--- config.mk ---
export PLATFORM = sky130hd
export DESIGN_NAME = riscv_regfile
export DESIGN_NICKNAME = d
export VERILOG_FILES = /design/src/source/riscv_pkg.sv /design/src/source/riscv_regfile.sv
export SDC_FILE = /design/constraint.sdc
export NUM_CORES = 2
export LEC_CHECK = 0
export ABC_AREA = 1
export ABC_CLOCK_PERIOD_IN_PS = 4800
export BUFFER_PORTS_ARGS = -buffer_cell sky130_fd_sc_hd__buf_4
export CORE_MARGIN = 4
export CORE_UTILIZATION = 50
export CTS_BUF_LIST = sky130_fd_sc_hd__clkbuf_4 sky130_fd_sc_hd__clkbuf_8 sky130_fd_sc_hd__clkbuf_16
export CTS_CLUSTER_DIAMETER = 200
export DETAILED_ROUTE_END_ITERATION = 10
export PLACE_DENSITY = 0.66
export SYNTH_ARGS = -nofsm -noshare
export SYNTH_HDL_FRONTEND = slang
export SYNTH_SLANG_ARGS = --single-unit
--- constraint.sdc ---
create_clock -name i_clk -period 4.8 [get_ports i_clk]
set_clock_uncertainty 0.05 [all_clocks]
set_input_delay 0.72 -clock i_clk [delete_from_list [all_inputs] [get_ports i_clk]]
set_output_delay 0.72 -clock i_clk [all_outputs]
set_load 0.01 [all_outputs]
--- src/source/riscv_pkg.sv ---
// Shared widths and enumerations for the memory and writeback end
// of the RV32 integer pipeline
`default_nettype none

package riscv_pkg;

	// Datapath, address and register index widths
	localparam int XLEN       = 32;
	localparam int REG_ADDR_W = 5;

	// Source of the value written back to rd
	typedef enum logic [1:0] {
		SRC_ALU = 2'd0,
		SRC_MEM = 2'd1,
		SRC_PC4 = 2'd2,
		SRC_IMM = 2'd3
	} result_src_t;

	// Memory controller states, one per handshake phase
	typedef enum logic [1:0] {
		ST_IDLE    = 2'd0,
		ST_REQ     = 2'd1,
		ST_RELEASE = 2'd2,
		ST_DONE    = 2'd3
	} mem_state_t;

	// Data memory operation
	typedef enum logic {
		OP_READ  = 1'b0,
		OP_WRITE = 1'b1
	} mem_op_t;

endpackage

`default_nettype wire

--- src/source/riscv_regfile.sv ---
// Writeback result selector and 32-entry register file,
// x0 hardwired to zero, combinational read port
`timescale 1ns/1ps
`default_nettype none

module riscv_regfile
	import riscv_pkg::*;
(
	input  wire                    i_clk,
	input  wire                    i_rstn,
	input  wire result_src_t       i_src_rd,
	input  wire                    i_reg_wr_en,
	input  wire [XLEN-1:0]         i_alu_result,
	input  wire [XLEN-1:0]         i_rd_data,
	input  wire [XLEN-1:0]         i_pcplus4,
	input  wire [XLEN-1:0]         i_imm_ext,
	input  wire [REG_ADDR_W-1:0]   i_rd_addr,
	input  wire                    i_wb_valid,
	input  wire [REG_ADDR_W-1:0]   i_rs_addr,
	output logic [XLEN-1:0]        o_rs_data
);

	localparam int NUM_REGS = 1 << REG_ADDR_W;

	logic [XLEN-1:0] regs [NUM_REGS];
	logic [XLEN-1:0] wb_data;
	logic            wb_write;

	always_comb begin
		unique case (i_src_rd)
			SRC_ALU: wb_data = i_alu_result;
			SRC_MEM: wb_data = i_rd_data;
			SRC_PC4: wb_data = i_pcplus4;
			SRC_IMM: wb_data = i_imm_ext;
		endcase
	end

	// One write per pulse of the delayed enable, never into x0
	assign wb_write = i_wb_valid && i_reg_wr_en && (i_rd_addr != '0);

	always_ff @(posedge i_clk or negedge i_rstn) begin
		if (!i_rstn) begin
			for (int i = 0; i < NUM_REGS; i++) begin
				regs[i] <= '0;
			end
		end else if (wb_write) begin
			regs[i_rd_addr] <= wb_data;
		end
	end

	// x0 is never written and so always reads its reset value of zero
	assign o_rs_data = regs[i_rs_addr];

endmodule

`default_nettype wire

==> flow_summary.ini <==
[cts]
numCtsBuffers = 108
cts.reportedPaths.clkPinSlew_ps = 60
cts_tree = done
ctsRootBufferMaster = clkbuf_16
max-clock-path-buffers = 3
clkLatencyLatePin_ps = 670
htreeDepth = 3
ctsResizeCount = 0
cts_sinks = 1024
cts_setup_buffers = 0
postCtsHoldBufs = 0

[power]
p_per_area_nw_per_um2 = 407
ir_worst_vdd_v = 0.000315
leakage_uw = 0.0273

[die]
die_y_um = 318
die-width_um = 318
fp-row-count = 113
start_util = 0.506
io-pin-count = 176
core-area_um2 = 95300
dieArea_um2 = 101000

[logic_synthesis]
synthTopCellsByArea = dfrtp_1 53%, nand2_1 26%, nand3_1 8.2%
yosysTopAreaCell = dfrtp_1
synth-edff-count = 0
avgSynthCellArea_um2 = 7.49
yosysMostFrequentCell = nand2_1
synth.top_cells.by_count = 3357 x nand2_1, 1024 x dfrtp_1, 789 x nand3_1, 576 x o21ai_0, 259 x clkbuf_1
postSynthNetCount = 6577
synthCells = 6433
ys_dominant_reg_cell = dfrtp_1
async_flop_share = 1.00
synth_seq_area_share = 0.532
synth_top_cell_area_share = 0.532
syn_area_um2 = 48200
yosysWarnings = 0
ys_types = 21
ys_ff_latch = 1024

[worst_setup_path]
start_kind = input pin
path_cells = buf_6, inv_6, buf_4, nand3_1, nand2_1, nand2_1, nand2_1, nand2_1, nand2_1, buf_4
max_stage_delay_ps = 550
crit_top_cell = nand2_1
startpoint = i_rs_addr[2]
cp_max_fo = 48
required_ps = 4030
crit_path_top_delay_cell = inv_6
critPathArrivalTime_ps = 2900
critical_path_class = input pin to primary output
r2r_start = regs[446]$_DFFE_PN0P_
endpoint_kind = primary output

[timing]
fmax_mhz = 273
rsz0062_at_grt = no
hold_viol = 0
worst_pin_slew_ps = 1340
period_needed_ps = 3670
setup_viol = 0
slew_violations = 0
period_share = 0.764
finalSetupTns_ps = 0
relSlewSlack = 0.108

[route]
routed_via_density = 5.59
route.detailed.drc = 0
wire_per_inst_um = 20.0
antenna_left = 0
wirelength_um = 153000
dr_total_vias = 42884
firstDrtPassIters = 6
drt_iter0_markers = 5098

[finish]
post-route-util = 0.568
regMostFlops = regs
area_delta_synth_final_pct = 12.3
top_regs = regs (1024)
drive_above_1_share = 0.0956
largest_reg_flops = 1024
num-nets-final = 6459

[global_routing]
overflow = 0
grt_pass1_vias = 41035
grt.total_usage = 0.298
antenna_found_initial = 3
grt_max_degree = 149
grt_pass1_wl_um = 241000

[min_path]
hp-class = input pin to asynchronous set/reset pin

[run]
drv_cap = 0

[placement]
portBuffers = 175
dpl.hpwl_um = 89800
gp_congestion = 0.854

[status]
status = complete, no violations
==> worst paths after layout <==
check / cells after the start / slack, ps / to
setup / recovery: 10 / 1130 / o_rs_data[0]
hold / removal: 1 / 80 / regs[526]$_DFFE_PN0P_
setup reg to reg: 2 / 3980 / regs[446]$_DFFE_PN0P_
hold reg to reg: 0 / 320 / regs[1020]$_DFFE_PN0P_
max in group asynchronous: 3 / 3420 / regs[330]$_DFFE_PN0P_
min in group i_clk: 0 / 320 / regs[1020]$_DFFE_PN0P_
==> power by group <==
part	switching (uW)	internal, uW
Sequential	571	9690
Clock	3590	5170
Combinational	1960	1060
==> critical path: cells and delay by family <==
family / cells / cell delay, ps
simple gates: 6 / 770
buf+inv: 4 / 1310
==> cell type report <==
class	count	area (um2)
fillers	8843	41200
flip-flops and latches	1024	25600
multi-input cells	4817	20100
clock buffers	148	3190
repair buffers	316	2840
well taps	1265	1580
clock inverters	47	527
inverters	48	200
diodes	1	2.50
==> through the flow <==
step / hold WS [ps] / cells / worst slack (ps) / instance area, um2 / power [uW]
6_report: 75.8 / 7666 / 1130 / 54100 / 22000
2_1_floorplan: 374 / 6433 / 2120 / 48200 / 12200
3_3_place_gp: 315 / 7470 / 1220 / 50400 / 13300
5_1_grt: 134 / 7665 / 1080 / 54100 / 23000
3_5_place_dp: 316 / 7470 / 1220 / 50400 / 13400
4_1_cts: 94.2 / 7665 / 1220 / 54100 / 22100
==> logic make-up after synthesis <==
kind of cell           Yosys count  synth area share
and+or+nand+nor               4209             0.353
buffers and inverters          592            0.0524
DFF                           1024             0.532
AOI/OAI and AO/OA              608            0.0632
==> cell usage in the layout, fill, tap and decap left out <==
cell        Yosys  final
nand2_4         1      1
nor2_1          7      4
diode_2         0      1
nand2_1      3357   3356
bufinv_16       0     10
nor2_4          9     12
clkinvlp_4      0     12
dfrtp_1      1024   1024
clkinv_2        0     22
buf_8           0      3
nand3_1       789    789
buf_6           0      1
nand4_1        13     13
buf_12          0     35
o21ai_0       576    576
nand2_2        26     27
clkbuf_16       0    111
clkinv_4        0      2
clkbuf_4        0     15
nor3_1          1      1
o21ai_1        13     13
clkbuf_8        0     22
inv_8           0      2
inv_6           0      2
nor2_2          4      4
a21oi_4         0      2
a21oi_2         0     17
nand4_2         1      1
inv_1          18     12
buf_4           0    277
inv_2          30     33
nand3_2         1      1
==> layer usage <==
metal	global-route usage	vias to the layer above	wire, um
li1	-	20102	-
met1	0.428	20762	66500
met2	0.475	1783	70500
met3	0.0456	235	12300
met4	0.0852	2	3790
met5	0	-	13
Power figures use the tool's default switching activity.
