$ cat src/source/riscv_pkg.sv
// Shared widths and enumerations for the memory and writeback end
// of the RV32 integer pipeline
`default_nettype none

package riscv_pkg;

	// Datapath, address and register index widths
	localparam int XLEN       = 32;
	localparam int REG_ADDR_W = 5;

	// Source of the value written back to rd
	typedef enum logic [1:0] {
		SRC_ALU = 2'd0,
		SRC_MEM = 2'd1,
		SRC_PC4 = 2'd2,
		SRC_IMM = 2'd3
	} result_src_t;

	// Memory controller states, one per handshake phase
	typedef enum logic [1:0] {
		ST_IDLE    = 2'd0,
		ST_REQ     = 2'd1,
		ST_RELEASE = 2'd2,
		ST_DONE    = 2'd3
	} mem_state_t;

	// Data memory operation
	typedef enum logic {
		OP_READ  = 1'b0,
		OP_WRITE = 1'b1
	} mem_op_t;

endpackage

`default_nettype wire

$ cat src/source/riscv_mw_register.sv
// Memory-to-writeback pipeline register, loads all fields on enable
`timescale 1ns/1ps
`default_nettype none

module riscv_mw_register
	import riscv_pkg::*;
#(
	parameter logic [XLEN-1:0] REGISTER_INIT = '0
) (
	input  wire                    i_clk,
	input  wire                    i_rstn,
	input  wire                    i_mw_register_en,

	input  wire result_src_t       i_mw_register_src_rd,
	input  wire                    i_mw_register_reg_wr_en,
	input  wire [XLEN-1:0]         i_mw_register_alu_result,
	input  wire [XLEN-1:0]         i_mw_register_rd_data,
	input  wire [REG_ADDR_W-1:0]   i_mw_register_rd_addr,
	input  wire [XLEN-1:0]         i_mw_register_pcplus4,
	input  wire [XLEN-1:0]         i_mw_register_imm_ext,

	output result_src_t            o_mw_register_src_rd,
	output logic                   o_mw_register_reg_wr_en,
	output logic [XLEN-1:0]        o_mw_register_alu_result,
	output logic [XLEN-1:0]        o_mw_register_rd_data,
	output logic [REG_ADDR_W-1:0]  o_mw_register_rd_addr,
	output logic [XLEN-1:0]        o_mw_register_pcplus4,
	output logic [XLEN-1:0]        o_mw_register_imm_ext
);

	always_ff @(posedge i_clk or negedge i_rstn) begin
		if (!i_rstn) begin
			o_mw_register_src_rd     <= result_src_t'(REGISTER_INIT[1:0]);
			o_mw_register_reg_wr_en  <= REGISTER_INIT[0];
			o_mw_register_alu_result <= REGISTER_INIT;
			o_mw_register_rd_data    <= REGISTER_INIT;
			o_mw_register_rd_addr    <= REGISTER_INIT[REG_ADDR_W-1:0];
			o_mw_register_pcplus4    <= REGISTER_INIT;
			o_mw_register_imm_ext    <= REGISTER_INIT;
		end else if (i_mw_register_en) begin
			// Fields hold between enables
			o_mw_register_src_rd     <= i_mw_register_src_rd;
			o_mw_register_reg_wr_en  <= i_mw_register_reg_wr_en;
			o_mw_register_alu_result <= i_mw_register_alu_result;
			o_mw_register_rd_data    <= i_mw_register_rd_data;
			o_mw_register_rd_addr    <= i_mw_register_rd_addr;
			o_mw_register_pcplus4    <= i_mw_register_pcplus4;
			o_mw_register_imm_ext    <= i_mw_register_imm_ext;
		end
	end

endmodule

`default_nettype wire

$ cat config.mk
export PLATFORM = sky130hd
export DESIGN_NAME = riscv_mw_register
export DESIGN_NICKNAME = d
export VERILOG_FILES = /design/src/source/riscv_pkg.sv /design/src/source/riscv_mw_register.sv
export SDC_FILE = /design/constraint.sdc
export NUM_CORES = 1
export LEC_CHECK = 0
export ABC_CLOCK_PERIOD_IN_PS = 2050
export BUFFER_PORTS_ARGS = -buffer_cell sky130_fd_sc_hd__buf_2
export CELL_PAD_IN_SITES_DETAIL_PLACEMENT = 0
export CELL_PAD_IN_SITES_GLOBAL_PLACEMENT = 2
export CORE_MARGIN = 3
export CORE_UTILIZATION = 31
export DETAILED_ROUTE_END_ITERATION = 8
export GPL_TIMING_DRIVEN = 0
export MAX_ROUTING_LAYER = met4
export PLACE_DENSITY = 0.84
export REMOVE_ABC_BUFFERS = 1
export SETUP_SLACK_MARGIN = 0.15
export SLEW_MARGIN = 30
export SYNTH_ARGS = -nofsm -noshare
export SYNTH_HDL_FRONTEND = slang
export SYNTH_SLANG_ARGS = --single-unit
$ cat constraint.sdc
create_clock -name i_clk -period 2.05 [get_ports i_clk]
set_input_delay 0.1025 -clock i_clk [delete_from_list [all_inputs] [get_ports i_clk]]
set_output_delay 0.1025 -clock i_clk [all_outputs]
set_load 0.01 [all_outputs]
==> results of run 1 <==
## flip-flops by register name, indices dropped and copies added (netlist names)
register,flops
o_mw_register_alu_result,32
o_mw_register_imm_ext,32
o_mw_register_pcplus4,32
o_mw_register_rd_data,32
o_mw_register_rd_addr,5
o_mw_register_src_rd,2
o_mw_register_reg_wr_en,1
## cell families after synthesis
family,after synthesis,synth area share [%]
multiplexers,136,32.35
buffers and inverters,15,2.166
flip-flops,136,65.48
## cells in the final DEF, fill, tap and decap left out, drive strengths merged
cell type    netlist  layout
dfrtp            136     136
buf               15     276
bufinv             0       3
mux2             136     136
clkbuf             0      19
clkinvlp           0       2
clkinv             0       5
inv                0       1
dlygate4sd3        0     137
## stage by stage
| stage | setup TNS (ns) | total power, W |
|---|---|---|
| floorplan | 0 | 0.003591 |
| global placement | -256.27 | 0.004174 |
| detailed placement | 0 | 0.004191 |
| CTS | 0 | 0.007505 |
| global route | 0 | 0.007766 |
| finish | 0 | 0.007387 |
## layout make-up
| type | count | area (µm²) | share of cell area (%) |
|---|---|---|---|
| multi-input cells | 136 | 1682 | 19.18 |
| flip-flops and latches | 136 | 3403 | 38.82 |
| well taps | 216 | 270.3 | 3.083 |
| clock buffers | 19 | 442.9 | 5.053 |
| clock inverters | 11 | 150.1 | 1.713 |
| repair buffers | 413 | 2818 | 32.14 |
## worst min-delay path by stage
stage	slack [ns]	cells past startpoint	start	to
finish	0.23	2	i_mw_register_en	o_mw_register_alu_result[23]$_DFFE_PN0P_
global route	0.26	2	i_mw_register_en	o_mw_register_alu_result[23]$_DFFE_PN0P_
CTS	0.25	2	i_rstn	o_mw_register_rd_data[26]$_DFFE_PN0P_
detailed placement	0.09	1	i_rstn	o_mw_register_rd_data[26]$_DFFE_PN0P_
global placement	0.33	2	i_mw_register_imm_ext[19]	o_mw_register_imm_ext[19]$_DFFE_PN0P_
floorplan	-0.19	0	i_rstn	o_mw_register_alu_result[0]$_DFFE_PN0P_
## timing repair
| item | in CTS | in global routing |
|---|---|---|
| endpoints found under the hold margin | 205 | 0 |
| setup endpoints to repair | 0 | 0 |
| hold buffers | 137 | 0 |
## synthesized netlist by cell type, drive strengths merged
cell type  instances  area share (%)
buf               15             2.2
dfrtp            136              65
mux2             136              32
## power by group through the flow
stage	Clock, W	Sequential [W]	Combinational, W
floorplan	0	0.00326	0.000327
global placement	0	0.00312	0.00105
detailed placement	0	0.00313	0.00106
CTS	0.00315	0.00309	0.00127
global route	0.00329	0.00313	0.00135
finish	0.00304	0.00309	0.00126
## layer usage
| layer | up-vias | global-route usage, % | wire length, µm | share of wire, % |
|---|---|---|---|---|
| met2 | 180 | 25.94 | 7033 | 50 |
| met3 | 16 | 4.495 | 967 | 6.9 |
| met4 | 0 | 5.151 | 203 | 1.5 |
| li1 | 1851 | - | - | - |
| met5 | - | - | 0 | 0 |
| met1 | 1905 | 18.53 | 5753 | 41 |
==> reports/metrics.yaml, run 1 <==
antenna-diode-count: 0
peakVddDrop_v: 0.0005067
power_per_cell_area_nw_per_um2: 842.7
placedCellCount: 764
power_report.internal_total_w: 0.005629
ff2ff_setup_slack_ns: 1.25
detail_route.drc_violations: 0
drt_first_iter_violations: 119
r2r-end: "o_mw_register_alu_result[10]$_DFFE_PN0P_"
post_synth.cell_area_avg_um2: 18.11
final_core_util_pct: 54.20
worst-slew-pin-transition_ns: 0.6287
synthesis_to_finish_area_growth_pct: 68.66
drv.max_cap_violation_count: 0
shortest_period_the_worst_path_allows_ns: 1.110
setup.worst_path.end: "o_mw_register_imm_ext[28]$_DFFE_PN0P_"
worst_hold_path_type: "in -> reg"
worstPathBufferInverterCount: 2
cp.required_ns: 2.33
path_max_fanout: 73
portBuffers: 274
post_cts.resized_instances: 0
core_um2: 16170
post_cts_setup_repair_bufs: 0
via_count_of_the_first_global_routing_pass: 4351
die_width_um: 135.5
yosys_warnings: 0
skew_ns: 0
chip_height_um: 135.5
htreeDepth: 4
grt_setup_unrepaired: "no"
detailroute.via_count: 3952
result_of_the_run: "completed"
slew_violations: 0
grt_first_pass_wirelength_mm: 22.05
swShare_pct: 23.79
post-dp-hpwl_mm: 9.194
critPathKind: "in -> reg"
clock.fmax_mhz: 901.1
timing.final.hold_violations: 0
detail_route.first_pass.iterations: 4
post_synthesis_instance_area_um2: 5197
timing.hold.ws_ns: 0.2340
end_kind: "flop"
cp_num_cells: 3
postLayoutCellArea_um2: 8766
crit_path_max_incr_delay_ns: 0.42
netlist-cell-type-count: 5
gp_routability_congestion: 0.7542
post_route_cells_drive_above_1_share_pct: 61.68
fill_cells: 1327
clock_transition_at_path_regs_ns: 0.06
synthesis.instances: 287
starting_density_of_the_core_pct: 32.14
power.sequential.fraction_pct: 41.9
cp_top_family: "buffers and inverters"
reg2reg_depth: 1
layout_setup_ws_ns: 0.9402
cts_inserted_buffers: 17
nets: 843
cts_tree: "done"
clock_power_share_pct: 41.1
pin_count: 275
regToRegStartpoint: "o_mw_register_alu_result[10]$_DFFE_PN0P_"
fin_crit_share_pct: 54.13
cts_buffer_depth: 2
placed_cell_area_um2: 6802
cell_at_the_root_of_the_clock_tree: "clkbuf_16"
wl_per_cell_um: 14.99
dp_slack_ns: 0.5173
worst_setup_path_startpoint: "i_mw_register_en"
cp_slowest_cell: "buf_8"
power.switching_w: 0.001757
worstPathArrival_ns: 1.39
worstSetupStartpointType: "primary input"
antenna_violating_nets_post_route: 0
globalRouteOverflowTotal: 0
number_of_antenna_violations_at_the_first_check_in_global_routing: 0
synth-seq-cells: 136
stdcell_count: 931
slew_margin_rel_pct: 58.08
numClockSinks: 136
clkLatencyLatePin_ns: 0.40
grt_max_degree: 74
fp.dieArea_um2: 18360
track_usage_pct: 15.68
timing.critical_path.cells: "buf_8, buf_16, mux2_2"
number_of_endpoints_failing_setup_at_the_final_stage: 0
pwr-share-comb_pct: 17.0
synth_sequential_area_ratio_pct: 65.48
number_of_vias_per_cell_after_detailed_routing: 4.245
wirelength_mm: 13.96
total_leakage_power_nw: 4.268
rows: 46
Note: power is estimated with default switching activity, not from simulation.
==> run 2: changes to the inputs <==
Settings changed: ABC_CLOCK_PERIOD_IN_PS 2050 to 1120, CORE_UTILIZATION 31 to 29, PLACE_DENSITY 0.84 to 0.8.
Clock period 2.05 ns to 1.12 ns, I/O delays scaled along.
==> run 2 against run 1 <==
  * Clock skew unchanged
  * Sequential cell count is the same
  * Critical path type is now reg -> out
  * Power is 94% higher
  * Register-to-register slack got worse by 1.1 ns
  * Largest power group is now clock
  * Non-clock buffer count increased by 50
  * Worst setup slack lost 0.83 ns
  * Critical endpoint is now o_mw_register_rd_addr[3]
  * Worst hold slack got worse by 0.12 ns
==> reports/metrics.yaml, run 2 (synthesis gave the netlist of run 1 again) <==
clock_transition_at_path_regs_ns: 0.06  # about the same
fill_cells: 1394  # +5.0%
wl_met3_mm: 1.153  # +19%
cts_inserted_buffers: 17  # unchanged
timing.critical_path.cells: "buf_2"
worst_hold_path_type: "in -> reg"
wl_per_cell_um: 16.32  # +8.9%
worstPathBufferInverterCount: 1  # -1
fin_crit_share_pct: 90.45
starting_density_of_the_core_pct: 29.84  # -2.3 points
gp_routability_congestion: 0.8160  # +8.2%
power_per_cell_area_nw_per_um2: 1498  # +78%
worstPathArrival_ns: 0.96  # -0.43 ns
shortest_period_the_worst_path_allows_ns: 1.013
antenna_violating_nets_post_route: 0  # unchanged
highest_layer: "met4"
placed_cell_area_um2: 6813  # +0.17%
crit_path_max_incr_delay_ns: 0.40  # -0.02 ns
pin_count: 275  # unchanged
fp.dieArea_um2: 19570  # +6.6%
number_of_endpoints_failing_setup_at_the_final_stage: 0  # unchanged
grt_setup_unrepaired: "yes"
numClockSinks: 136  # unchanged
totalPowerFinal_w: 0.01432  # +94%
clock.fmax_mhz: 987.1
post-dp-hpwl_mm: 9.093  # -1.1%
critPathKind: "reg -> out"
worst-slew-pin-transition_ns: 0.4217  # -0.2070 ns
rows: 48  # +4.3%
layout_commonest_cell: "buf_2"
slew_violations: 0  # unchanged
total_leakage_power_nw: 4.647  # +8.9%
track_usage_pct: 16.43  # +0.75 points
skew_ns: 0  # unchanged
portBuffers: 274  # unchanged
detail_route.drc_violations: 0  # unchanged
grt_first_pass_wirelength_mm: 24.97  # +13%
drv.max_cap_violation_count: 0  # unchanged
slew_margin_rel_pct: 71.88  # +14 points
drt_first_iter_violations: 116  # -2.5%
number_of_antenna_violations_at_the_first_check_in_global_routing: 0  # unchanged
clkLatencyLatePin_ns: 0.40  # about the same
synthesis_to_finish_area_growth_pct: 83.87
cp_top_family: "flip-flops"
globalRouteOverflowTotal: 0  # unchanged
grt_max_degree: 81  # +9.5%
cp_slowest_cell: "dfrtp_1"
most-common-layout-cells: "buf_2 (217), dlygate4sd3_1 (137), dfrtp_1 (136)"
result_of_the_run: "completed"
die_width_um: 139.9  # +3.2%
peakVddDrop_v: 0.0009569  # +89%
cp.required_ns: 1.06  # -1.27 ns
cell_at_the_root_of_the_clock_tree: "clkbuf_16"
detail_route.first_pass.iterations: 5  # +1
detailroute.via_count: 4270  # +8.0%
postLayoutCellArea_um2: 9557  # +9.0%
wirelength_mm: 16.19  # +16%
timing.final.hold_violations: 0  # unchanged
worstSetupStartpointType: "flop"
antenna-diode-count: 0  # unchanged
detail_route.wirelength.met1_mm: 6.369  # +11%
chip_height_um: 139.9  # +3.2%
cts_buffer_depth: 2  # unchanged
post_route_cells_drive_above_1_share_pct: 64.15  # +2.5 points
via_count_of_the_first_global_routing_pass: 4791  # +10%
nets: 893  # +5.9%
end_kind: "output pin"
cts_tree: "done"
core_um2: 17420  # +7.7%
setup_total_negative_slack_ns: 0  # unchanged
detailroute.wirelength.met2_mm: 8.251  # +17%
number_of_vias_per_cell_after_detailed_routing: 4.304  # +1.4%
path_max_fanout: 2  # -97%
htreeDepth: 4  # unchanged
==> run 2: changes by cell type in the layout (fill, tap and decap cells not counted), sizes merged <==
cell	delta
buf	+49
clkbuf	+3
clkinv	-2
clkinvlp	+1
inv	+1
==> run 2: per-layer routing <==
metal / track usage [%] / up-vias
li1: - / 1956
met1: 18.89 / 2075
met2: 27.53 / 209
met3: 4.605 / 30
met4: 5.966 / 0
met5: - / -
==> run 2: layout make-up <==
class | instances | area (µm²) | area share (%)
Multi-Input combinational cell | 136 | 1682 | 17.60
Sequential cell | 136 | 3403 | 35.61
Clock buffer | 21 | 460.4 | 4.818
Timing Repair Buffer | 463 | 3585 | 37.51
Clock inverter | 11 | 145.1 | 1.519
Tap cell | 225 | 281.5 | 2.946
==> run 2: what timing repair did <==
item	in CTS	in global routing
endpoints found under the setup margin	185	227
resized for setup	33	26
endpoints found under the hold margin	204	0
hold buffers	137	0
buffers inserted	24	24
cloned	1	1
==> run 2: worst reg2reg max path: stages (launching register included) <==
cell and delay (ns):
dfrtp_1 0.40, buf_4 0.14, mux2_2 0.27
==> run 2: per-stage QoR <==
stage	setup slack [ns]	instances	util, %	hold slack, ns
after floorplan	0.3407	272	-	-0.2396
after global placement	-1.901	771	38.69	0.2876
after detailed placement	-0.3410	773	39.12	0.0006854
after CTS	0.07817	967	52.83	0.1105
after global routing	0.06723	992	54.87	0.1209
final	0.1070	992	54.87	0.1136
==> run 2: final timing paths <==
kind | start | end | slack, ns | cells past startpoint
min reg2reg | o_mw_register_imm_ext[5]$_DFFE_PN0P_ | o_mw_register_imm_ext[5]$_DFFE_PN0P_ | 0.50 | 1
min | i_mw_register_en | o_mw_register_rd_data[25]$_DFFE_PN0P_ | 0.11 | 2
max in group asynchronous | i_rstn | o_mw_register_rd_data[13]$_DFFE_PN0P_ | 0.39 | 3
max | o_mw_register_rd_addr[3]$_DFFE_PN0P_ | o_mw_register_rd_addr[3] | 0.11 | 1
min in group asynchronous | i_rstn | o_mw_register_alu_result[7]$_DFFE_PN0P_ | 0.19 | 2
max reg2reg | o_mw_register_imm_ext[10]$_DFFE_PN0P_ | o_mw_register_imm_ext[10]$_DFFE_PN0P_ | 0.20 | 2
==> run 2: where the power goes <==
| group | leakage (nW) | switching (W) | internal (W) |
|---|---|---|---|
| Clock | 0.290 | 0.00212 | 0.00363 |
| Combinational | 2.77 | 0.00106 | 0.00180 |
| Sequential | 1.59 | 0.000306 | 0.00541 |
| Total | 4.65 | 0.00348 | 0.0108 |
