### src/source/riscv_pkg.sv
// Shared widths and enumerations for the memory and writeback end
// of the RV32 integer pipeline
`default_nettype none

package riscv_pkg;

	// Datapath, address and register index widths
	localparam int XLEN       = 32;
	localparam int REG_ADDR_W = 5;

	// Source of the value written back to rd
	typedef enum logic [1:0] {
		SRC_ALU = 2'd0,
		SRC_MEM = 2'd1,
		SRC_PC4 = 2'd2,
		SRC_IMM = 2'd3
	} result_src_t;

	// Memory controller states, one per handshake phase
	typedef enum logic [1:0] {
		ST_IDLE    = 2'd0,
		ST_REQ     = 2'd1,
		ST_RELEASE = 2'd2,
		ST_DONE    = 2'd3
	} mem_state_t;

	// Data memory operation
	typedef enum logic {
		OP_READ  = 1'b0,
		OP_WRITE = 1'b1
	} mem_op_t;

endpackage

`default_nettype wire

### src/source/riscv_mem_if.sv
// Four-phase req/ack bus between the memory controller and the data memory
`timescale 1ns/1ps
`default_nettype none

interface riscv_mem_if
	import riscv_pkg::*;
();

	// Request side, held steady while req is high
	logic            req;
	mem_op_t         op;
	logic [XLEN-1:0] addr;
	logic [XLEN-1:0] wdata;

	// Response side, rdata valid from the rise of ack
	logic            ack;
	logic [XLEN-1:0] rdata;

	modport ctrl (
		output req,
		output op,
		output addr,
		output wdata,
		input  ack,
		input  rdata
	);

	modport mem (
		input  req,
		input  op,
		input  addr,
		input  wdata,
		output ack,
		output rdata
	);

endinterface

`default_nettype wire

### src/source/riscv_mem_ctrl.sv
// Memory controller FSM: runs the four-phase handshake for loads and stores,
// stalls upstream and issues one pipeline register enable per instruction
`timescale 1ns/1ps
`default_nettype none

module riscv_mem_ctrl
	import riscv_pkg::*;
(
	input  wire              i_clk,
	input  wire              i_rstn,
	input  wire              i_valid,
	input  wire              i_mem_rd_en,
	input  wire              i_mem_wr_en,
	input  wire [XLEN-1:0]   i_addr,
	input  wire [XLEN-1:0]   i_wdata,
	output logic             o_stall,
	output logic             o_mw_en,
	riscv_mem_if.ctrl        mem_bus
);

	mem_state_t state;
	logic       mem_op;

	assign mem_op = i_mem_rd_en | i_mem_wr_en;

	// Stall covers the phases where the access is still in flight
	assign o_stall = (state == ST_REQ) || (state == ST_RELEASE);

	// Non-memory instructions pass straight through, memory ones finish in ST_DONE
	assign o_mw_en = ((state == ST_IDLE) && i_valid && !mem_op) || (state == ST_DONE);

	always_ff @(posedge i_clk or negedge i_rstn) begin
		if (!i_rstn) begin
			state         <= ST_IDLE;
			mem_bus.req   <= 1'b0;
			mem_bus.op    <= OP_READ;
			mem_bus.addr  <= '0;
			mem_bus.wdata <= '0;
		end else begin
			unique case (state)
				ST_IDLE: begin
					if (i_valid && mem_op) begin
						// A store wins if both enables are set
						mem_bus.op    <= i_mem_wr_en ? OP_WRITE : OP_READ;
						mem_bus.addr  <= i_addr;
						mem_bus.wdata <= i_wdata;
						mem_bus.req   <= 1'b1;
						state         <= ST_REQ;
					end
				end
				ST_REQ: begin
					if (mem_bus.ack) begin
						mem_bus.req <= 1'b0;
						state       <= ST_RELEASE;
					end
				end
				ST_RELEASE: begin
					// Wait for the memory to close the handshake
					if (!mem_bus.ack) begin
						state <= ST_DONE;
					end
				end
				ST_DONE: begin
					state <= ST_IDLE;
				end
			endcase
		end
	end

	// A new request only starts once the memory has dropped ack
	a_req_after_ack_low: assert property (@(posedge i_clk) disable iff (!i_rstn)
		$rose(mem_bus.req) |-> !mem_bus.ack);

	// The pipeline register is enabled only while the memory bus is idle
	a_no_en_during_access: assert property (@(posedge i_clk) disable iff (!i_rstn)
		o_mw_en |-> !mem_bus.req && !mem_bus.ack);

endmodule

`default_nettype wire

### src/flat_wrapper.sv
// flat-port wrapper written by rule: the top's interface ports become plain ports
module riscv_mem_ctrl_flat import riscv_pkg::*;
  (i_clk, i_rstn, i_valid, i_mem_rd_en, i_mem_wr_en, i_addr, i_wdata, o_stall, o_mw_en, mem_bus_req, mem_bus_op, mem_bus_addr, mem_bus_wdata, mem_bus_ack, mem_bus_rdata);
  riscv_mem_if mem_bus_i ();
  input  wire i_clk;
  input  wire i_rstn;
  input  wire i_valid;
  input  wire i_mem_rd_en;
  input  wire i_mem_wr_en;
  input  wire [XLEN-1:0] i_addr;
  input  wire [XLEN-1:0] i_wdata;
  output logic o_stall;
  output logic o_mw_en;
  output wire logic [$bits(mem_bus_i.req)-1:0] mem_bus_req;
  output wire logic [$bits(mem_bus_i.op)-1:0] mem_bus_op;
  output wire logic [$bits(mem_bus_i.addr)-1:0] mem_bus_addr;
  output wire logic [$bits(mem_bus_i.wdata)-1:0] mem_bus_wdata;
  input wire logic [$bits(mem_bus_i.ack)-1:0] mem_bus_ack;
  input wire logic [$bits(mem_bus_i.rdata)-1:0] mem_bus_rdata;
  assign mem_bus_req = mem_bus_i.req;
  assign mem_bus_op = mem_bus_i.op;
  assign mem_bus_addr = mem_bus_i.addr;
  assign mem_bus_wdata = mem_bus_i.wdata;
  assign mem_bus_i.ack = mem_bus_ack;
  assign mem_bus_i.rdata = mem_bus_rdata;
  riscv_mem_ctrl u_core (.i_clk(i_clk), .i_rstn(i_rstn), .i_valid(i_valid), .i_mem_rd_en(i_mem_rd_en), .i_mem_wr_en(i_mem_wr_en), .i_addr(i_addr), .i_wdata(i_wdata), .o_stall(o_stall), .o_mw_en(o_mw_en), .mem_bus(mem_bus_i));
endmodule
### config.mk
export PLATFORM = sky130hd
export DESIGN_NAME = riscv_mem_ctrl_flat
export DESIGN_NICKNAME = d
export VERILOG_FILES = /design/src/source/riscv_pkg.sv /design/src/source/riscv_mem_if.sv /design/src/source/riscv_mem_ctrl.sv /design/src/flat_wrapper.sv
export SDC_FILE = /design/constraint.sdc
export NUM_CORES = 1
export LEC_CHECK = 0
export ABC_AREA = 1
export BUFFER_PORTS_ARGS = -buffer_cell sky130_fd_sc_hd__buf_2
export CAP_MARGIN = 20
export CORE_ASPECT_RATIO = 0.7
export CORE_UTILIZATION = 47
export DETAILED_ROUTE_END_ITERATION = 6
export HOLD_SLACK_MARGIN = 0.1
export PLACE_DENSITY = 0.85
export RECOVER_POWER = 50
export SLEW_MARGIN = 20
export SYNTH_ARGS = -nofsm -noshare
export SYNTH_HDL_FRONTEND = slang
export SYNTH_SLANG_ARGS = --single-unit
### constraint.sdc
create_clock -name i_clk -period 3.4 [get_ports i_clk]
set_input_delay 0.17 -clock i_clk [delete_from_list [all_inputs] [get_ports i_clk]]
set_output_delay 0.17 -clock i_clk [all_outputs]
set_load 0.01 [all_outputs]
==> results of run 1 <==
==> state kept, by name (all words and copies together) (netlist names) <==
name                  flops
u_core.mem_bus.addr      32
u_core.mem_bus.wdata     32
u_core.state              2
u_core.mem_bus.op         1
u_core.mem_bus.req        1
==> metrics by stage <==
stage	power (mW)	instances	area [um2]	hold WS [ps]	util
floorplan	2.31	316	2910	-126	-
global placement	2.78	510	3550	401	0.607
detailed placement	2.85	510	3550	247	0.608
CTS	3.50	589	4360	110	0.746
global route	3.72	589	4290	114	0.735
finish	3.45	589	4290	123	0.735
==> layer usage <==
layer,track usage,up-vias,part of all wire
met1,0.318,1367,0.42
met2,0.451,125,0.49
met3,0.0911,13,0.079
met4,0.101,0,0.013
li1,-,1387,-
met5,0,-,0
==> final timing paths <==
kind,slack [ps],startpoint,depth (start not counted),to
worst max-delay path,1250,u_core.state[0]$_DFFE_PN0P_,5,o_mw_en
worst min-delay path,120,i_addr[5],3,u_core.mem_bus.addr[5]$_DFFE_PN0P_
worst max register to register,1510,u_core.state[0]$_DFFE_PN0P_,6,u_core.mem_bus.addr[3]$_DFFE_PN0P_
worst min register to register,470,u_core.mem_bus.wdata[18]$_DFFE_PN0P_,2,u_core.mem_bus.wdata[18]$_DFFE_PN0P_
max in group asynchronous,1840,i_rstn,3,u_core.mem_bus.addr[18]$_DFFE_PN0P_
min in group asynchronous,660,i_rstn,2,u_core.mem_bus.wdata[8]$_DFFE_PN0P_
==> logic make-up (layout without fill, tap and decap cells) <==
family                   count (synthesis)  after routing  synth area share
AO/OA/AOI/OAI                            2              2           0.00602
buffers and inverters                   27            225            0.0662
flip-flops                              68             68             0.585
AND/OR/NAND/NOR                        215            215             0.326
adder cells (fa/ha/maj)                  4              4            0.0172
==> cells in the final DEF (no fill, tap or decap), types with 2 or more instances in the layout <==
| cell | instances |
|---|---|
| dlygate4sd3_1 | 64 |
| nand2_2 | 21 |
| inv_1 | 4 |
| buf_2 | 86 |
| clkinv_2 | 2 |
| clkbuf_8 | 11 |
| buf_4 | 4 |
| nand3_1 | 68 |
| dfrtp_1 | 68 |
| clkbuf_1 | 52 |
| ha_1 | 3 |
| nor2_1 | 5 |
| nand2_1 | 120 |
==> area by class of cell <==
| type | count | area, um2 | share of cell area |
|---|---|---|---|
| repair buffers | 205 | 1290 | 0.301 |
| clock buffers | 13 | 159 | 0.0370 |
| inverters | 5 | 18.8 | 0.00437 |
| multi-input cells | 221 | 1020 | 0.237 |
| flip-flops and latches | 68 | 1700 | 0.396 |
| well taps | 75 | 93.8 | 0.0219 |
| clock inverters | 2 | 10.0 | 0.00233 |
==> worst max-delay path, stage by stage (launching register included) <==
cell     delay, ps
dfrtp_1        420
inv_1          100
ha_2           190
buf_4          560
a31o_2         260
buf_2          120
==> power by group through the flow <==
stage                     Clock (mW)  Sequential [mW]  Combinational (mW)
after floorplan                    0             1.58               0.730
after global placement             0             1.39                1.39
after detailed placement           0             1.40                1.45
after CTS                      0.594             1.40                1.50
after global routing           0.634             1.47                1.62
final                          0.569             1.43                1.45
==> impl_metrics.ini, run 1 <==
[power]
power_frac_comb = 0.421
power_leakage_nw = 2.30
powerDensity_nw_per_um2 = 803
switchingPower_mw = 1.44
irDropWorstVdd_mv = 0.465
power_frac_seq = 0.414
p_int_mw = 2.01
swShare = 0.417
power_frac_clock = 0.165

[floorplanning]
num_rows = 23
start_util = 0.498
dieHeight_um = 67.8
num_io_pins = 170
fp.coreArea_um2 = 5840
dieArea_um2 = 6510
die_w_um = 96.0

[outcome]
status = complete, no violations

[cells_and_area]
n_antenna_cell = 0
finalNetCount = 616
final_layout_size_suffix_gt1_frac = 0.253
num-fill-cells = 450
syn2layout_area_growth_pct = 47.6

[placement]
port_buffers = 137
gp_congestion = 0.774
dp_hpwl_um = 4550
dp_worst_setup_slack_ps = 1500

[clock_network]
htreeDepth = 3
clkSlewWorstSetupHoldPaths_ps = 60
ctsHoldBuffers = 64
clkSinkCount = 68
cts.repair.resized = 0
post_cts_buffers = 0
numCtsBuffers = 9
clock_latency_ps = 330
tritoncts = built
cts-root-buf = clkbuf_8
cts_buffer_depth = 2

[sta]
final.period_utilization = 0.632
max_freq_mhz = 465
finClkSkew_ps = 6.49
worstMarginPinSlew_ps = 1280
max-slew-margin-rel = 0.144
slew_viol_final = 0
tns_ps = 0
setup_violations = 0
rsz0062_at_grt = no
worst_slack_ps = 1250
fin_crit_ps = 2150
hold_viol = 0

[worst_setup_path]
path_max_fanout = 69
worst_setup_path_end_kind = primary output
critical_path_arrival_ps = 1980
crit_path_start_kind = flop
crit_required_ps = 3230
worstSetupPathType = reg2out

[synth]
synth_seq_cells = 68
ys.warnings.count = 0
yosys-top-cells-count = 120 x nand2_1, 68 x dfrtp_1, 68 x nand3_1, 21 x nand2_2, 11 x buf_2
yosysUniqueCellTypes = 16
synth_area_um2 = 2910
synth_top_area_frac = 0.585
synth-edff-count = 0
synthesis.nets = 422
async_flop_share = 1.00
synth_largest_area_cell = dfrtp_1
seq_area_frac_synth = 0.585
synth-main-ff-cell = dfrtp_1
syn_avg_cell_area_um2 = 9.21
syn_inst = 316
yosysMostFrequentCell = nand2_1
yosys-top-cells-area = dfrtp_1 58%, nand2_1 15%, nand3_1 12%

[detailed_routing]
num_vias = 2892
drc = 0
antenna_left = 0
drtIter0Drc = 120
wl_um = 8560
first_pass_iters = 4
viasPerCell = 4.91
wl_per_cell_um = 14.5

[flow_run]
drv_cap = 0

[global_route]
grt_overflow_total = 0
track_usage = 0.267
grt_start_max_net_pins = 70
grt_pass1_vias = 2662
grt_pass1_wl_um = 12800
grt_antenna_before_repair = 0

[min_path]
hold_class = in2reg
(Power assumes the default switching activity.)
==> run 2, diff against run 1 <==
--- a/config.mk
+++ b/config.mk
@@ -9,10 +9,10 @@
 export BUFFER_PORTS_ARGS = -buffer_cell sky130_fd_sc_hd__buf_2
 export CAP_MARGIN = 20
 export CORE_ASPECT_RATIO = 0.7
-export CORE_UTILIZATION = 47
+export CORE_UTILIZATION = 44
 export DETAILED_ROUTE_END_ITERATION = 6
 export HOLD_SLACK_MARGIN = 0.1
-export PLACE_DENSITY = 0.85
+export PLACE_DENSITY = 0.81
 export RECOVER_POWER = 50
 export SLEW_MARGIN = 20
 export SYNTH_ARGS = -nofsm -noshare
==> constraint.sdc (replaced) <==
create_clock -name i_clk -period 2.04 [get_ports i_clk]
set_input_delay 0.102 -clock i_clk [delete_from_list [all_inputs] [get_ports i_clk]]
set_output_delay 0.102 -clock i_clk [all_outputs]
set_load 0.01 [all_outputs]
==> impl_metrics.ini, run 2 (same netlist as run 1, synthesis figures left out) <==
[clock_network]
cts_buffer_depth = 2
cts-root-buf = clkbuf_8
tritoncts = built
post_cts_buffers = 0
cts.repair.resized = 0
clock_latency_ps = 320
ctsHoldBuffers = 67
htreeDepth = 3
clkSinkCount = 68
numCtsBuffers = 9
clkSlewWorstSetupHoldPaths_ps = 70

[global_route]
grt_overflow_total = 0
busiest_layer = met2
grt_start_max_net_pins = 48
use_met2 = 0.427
grt_pass1_vias = 2899
grt_antenna_before_repair = 0
gr-usage-met1 = 0.299
met3_usage = 0.0741
grt_pass1_wl_um = 13400
track_usage = 0.247

[worst_setup_path]
crit_slowest_cell = dlygate4sd3_1
critical_path.top_delay_family = buffers and inverters
crit_path_start_kind = flop
worst_setup_path_end_kind = flop
worstSetupPathType = reg2reg
path_max_fanout = 31
path_cells = inv_1 -> ha_2 -> buf_4 -> nand3_1 -> dlygate4sd3_1 -> nand2_1
critPathMaxStageDelay_ps = 580
critical_path_arrival_ps = 2110
crit_buf_inv = 3
crit_required_ps = 2300

[sta]
slew_viol_final = 0
max_freq_mhz = 543
finClkSkew_ps = 7.18
setup_violations = 0
max-slew-margin-rel = 0.225
fin_crit_ps = 1840
worst_slack_ps = 198
hold_viol = 0
rsz0062_at_grt = no
worstMarginPinSlew_ps = 1160
final.period_utilization = 0.903
tns_ps = 0
holdWs_ps = 205

[floorplanning]
start_util = 0.461
dieHeight_um = 70.0
die_w_um = 99.2
num_rows = 24
fp.coreArea_um2 = 6310
dieArea_um2 = 6950
num_io_pins = 170

[power]
power_leakage_nw = 2.26
power.total_mw = 5.69
irDropWorstVdd_mv = 0.726
powerDensity_nw_per_um2 = 1320

[placement]
port_buffers = 137
gp_congestion = 0.783
place_area_um2 = 3570
dp_worst_setup_slack_ps = 513
dp_hpwl_um = 4730

[cells_and_area]
syn2layout_area_growth_pct = 48.6
n_antenna_cell = 0
final_layout_size_suffix_gt1_frac = 0.224
top_regs = u_core.mem_bus.addr: 32 flops, u_core.mem_bus.wdata: 32 flops, u_core.state: 2 flops
mostFrequentLayoutCells = 120 x nand2_1, 70 x buf_2, 68 x nand3_1, 68 x dfrtp_1
layout_commonest_cell = nand2_1
num-fill-cells = 521
fin_area_um2 = 4320
finalNetCount = 622

[detailed_routing]
viasPerCell = 4.86
num_vias = 2897
antenna_left = 0
wl_per_cell_um = 13.6
first_pass_iters = 5
drc = 0
drtIter0Drc = 130
wl_um = 8120

[outcome]
status = complete, no violations

[flow_run]
drv_cap = 0

[min_path]
hold_class = in2reg
==> run 2: changes by cell type in the layout (fill, tap and decap cells not counted), sizes merged <==
| cell | change |
|---|---|
| clkinvlp | +1 |
| buf | -13 |
| dlygate4sd3 | +3 |
| clkinv | -1 |
| clkbuf | +14 |
==> run 2: final timing paths <==
kind | slack [ps] | to | startpoint | depth (start not counted)
min in group asynchronous | 540 | u_core.mem_bus.wdata[8]$_DFFE_PN0P_ | i_rstn | 2
max | 200 | u_core.mem_bus.op$_DFFE_PN0P_ | u_core.state[0]$_DFFE_PN0P_ | 6
max reg2reg | 200 | u_core.mem_bus.op$_DFFE_PN0P_ | u_core.state[0]$_DFFE_PN0P_ | 6
max in group asynchronous | 550 | u_core.mem_bus.wdata[1]$_DFFE_PN0P_ | i_rstn | 3
min reg2reg | 470 | u_core.mem_bus.addr[19]$_DFFE_PN0P_ | u_core.mem_bus.addr[19]$_DFFE_PN0P_ | 2
min | 210 | u_core.state[1]$_DFFE_PN0P_ | mem_bus_ack | 6
==> run 2: worst min-delay path: cells and delay by family <==
family                 cells  cell delay, ps
buffers and inverters      2             140
AND/OR/NAND/NOR            4             240
==> run 2: layer usage <==
layer / vias to the layer above / part of all wire
li1: 1398 / -
met1: 1365 / 0.42
met2: 126 / 0.50
met3: 8 / 0.065
met4: 0 / 0.0092
met5: - / 0
==> run 2: cell type report <==
cell class | count | area [um2] | share of cell area
multi-input cells | 221 | 1020 | 0.235
clock buffers | 11 | 151 | 0.0350
flip-flops and latches | 68 | 1700 | 0.394
clock inverters | 2 | 12.5 | 0.00289
inverters | 5 | 18.8 | 0.00434
well taps | 78 | 97.6 | 0.0226
repair buffers | 211 | 1330 | 0.306
==> run 2: power by group <==
part / switching [mW] / total (mW) / internal (mW)
Sequential: 0.398 / 2.38 / 1.98
Clock: 0.450 / 0.935 / 0.485
Combinational: 1.51 / 2.38 / 0.866
==> run 2: metrics by stage <==
step,std cells,util
floorplan,316,-
global placement,516,0.567
detailed placement,516,0.567
CTS,596,0.699
global route,596,0.686
finish,596,0.686
==> run 3, diff against run 2 <==
--- a/config.mk
+++ b/config.mk
@@ -8,7 +8,7 @@
 export ABC_AREA = 1
 export BUFFER_PORTS_ARGS = -buffer_cell sky130_fd_sc_hd__buf_2
 export CAP_MARGIN = 20
-export CORE_ASPECT_RATIO = 0.7
+export CORE_ASPECT_RATIO = 0.8
 export CORE_UTILIZATION = 44
 export DETAILED_ROUTE_END_ITERATION = 6
 export HOLD_SLACK_MARGIN = 0.1
==> impl_metrics.ini, run 3 (same netlist as run 1, synthesis figures left out) <==
[outcome]
status = complete, no violations

[sta]
worstMarginPinSlew_ps = 1120
final.period_utilization = 0.900
rsz0062_at_grt = no
tns_ps = 0
holdWs_ps = 180
finClkSkew_ps = 7.07
max-slew-margin-rel = 0.256
worst_slack_ps = 203
hold_viol = 0
slew_viol_final = 0
max_freq_mhz = 544
fin_crit_ps = 1840
setup_violations = 0

[worst_setup_path]
critical_path.top_delay_family = buffers and inverters
r2r_slack_ps = 200
worst_setup_path_end_kind = flop
crit_required_ps = 2320
critical_path_arrival_ps = 2120
critPathMaxStageDelay_ps = 600
path_cells = inv_1 -> ha_2 -> buf_4 -> nand3_1 -> dlygate4sd3_1 -> nand2_1
crit_path_start_kind = flop
crit_buf_inv = 3
worstSetupPathType = reg2reg
path_max_fanout = 17
crit_slowest_cell = dlygate4sd3_1

[detailed_routing]
wl_um = 8210
wl_per_cell_um = 13.6
num_vias = 2890
drc = 0
antenna_left = 0
first_pass_iters = 4
viasPerCell = 4.78
drtIter0Drc = 162

[cells_and_area]
stdcell_count = 605
top_regs = u_core.mem_bus.addr: 32 flops, u_core.mem_bus.wdata: 32 flops, u_core.state: 2 flops
final_layout_size_suffix_gt1_frac = 0.225
n_antenna_cell = 0
mostFrequentLayoutCells = 120 x nand2_1, 70 x buf_2, 69 x clkbuf_1, 68 x nand3_1, 68 x dfrtp_1
layout_commonest_cell = nand2_1
multiInputGateArea_um2 = 1020
fin_area_um2 = 4410
num-fill-cells = 526
fin_util = 0.692
regArea_um2 = 1700
finalNetCount = 622
syn2layout_area_growth_pct = 51.7

[floorplanning]
dieArea_um2 = 6940
dieHeight_um = 74.7
start_util = 0.456
num_io_pins = 170
fp.coreArea_um2 = 6380
die_w_um = 92.9
num_rows = 26

[clock_network]
post_cts_buffers = 0
cts_buffer_depth = 2
tritoncts = built
cts-root-buf = clkbuf_8
cts.repair.resized = 0
numCtsBuffers = 9
clkSlewWorstSetupHoldPaths_ps = 70
ctsHoldBuffers = 67
htreeDepth = 3
clock_latency_ps = 340
clkSinkCount = 68

[placement]
dp_hpwl_um = 4700
dp_worst_setup_slack_ps = 424
placed_cells = 522
port_buffers = 137
gp_congestion = 0.790
place_area_um2 = 3590

[min_path]
hold_class = in2reg

[power]
power.total_mw = 6.06
power_leakage_nw = 2.30
powerDensity_nw_per_um2 = 1370
irDropWorstVdd_mv = 0.986

[global_route]
grt_start_max_net_pins = 65
grt_overflow_total = 0
grt_antenna_before_repair = 0
grt_pass1_vias = 2658
track_usage = 0.233
grt_pass1_wl_um = 12300

[flow_run]
drv_cap = 0
[run 3: cell types whose count changed in the layout (fill, tap and decap cells not counted), sizes merged]
cell / previous run / this run
clkinv: 1 / 2
clkinvlp: 1 / 0
bufinv: 0 / 3
[run 3: layer usage]
| metal | global-route usage | routed length [um] | vias to the layer above |
|---|---|---|---|
| met5 | 0 | 0 | - |
| met4 | 0.0957 | 101 | 0 |
| met3 | 0.0556 | 443 | 11 |
| met2 | 0.415 | 4270 | 108 |
| met1 | 0.277 | 3400 | 1367 |
| li1 | - | - | 1404 |
[run 3: cell type report]
class,instances,share of cell area
clock inverters,5,0.0227
multi-input cells,221,0.231
clock buffers,11,0.0298
well taps,84,0.0238
repair buffers,211,0.303
flip-flops and latches,68,0.386
inverters,5,0.00425
[run 3: tightest hold or removal path, stage by stage]
cell and delay (ps):
buf_2 90, nand2_1 50, inv_1 50, nor2_1 60, nand3_1 80, nand2_1 50
[run 3: worst paths after layout]
check	from	to	cells past startpoint
min in group asynchronous	i_rstn	u_core.mem_bus.addr[13]$_DFFE_PN0P_	2
max in group asynchronous	i_rstn	u_core.mem_bus.wdata[0]$_DFFE_PN0P_	3
worst min register to register	u_core.mem_bus.addr[6]$_DFFE_PN0P_	u_core.mem_bus.addr[6]$_DFFE_PN0P_	2
worst min-delay path	mem_bus_ack	u_core.state[0]$_DFFE_PN0P_	6
worst max-delay path	u_core.state[1]$_DFFE_PN0P_	u_core.mem_bus.op$_DFFE_PN0P_	6
worst max register to register	u_core.state[1]$_DFFE_PN0P_	u_core.mem_bus.op$_DFFE_PN0P_	6
[run 3: report_power, final]
part / internal [mW] / total (mW) / switching, mW
registers: 1.98 / 2.37 / 0.394
clock network: 0.809 / 1.29 / 0.479
logic: 0.887 / 2.41 / 1.52
total: 3.67 / 6.06 / 2.39
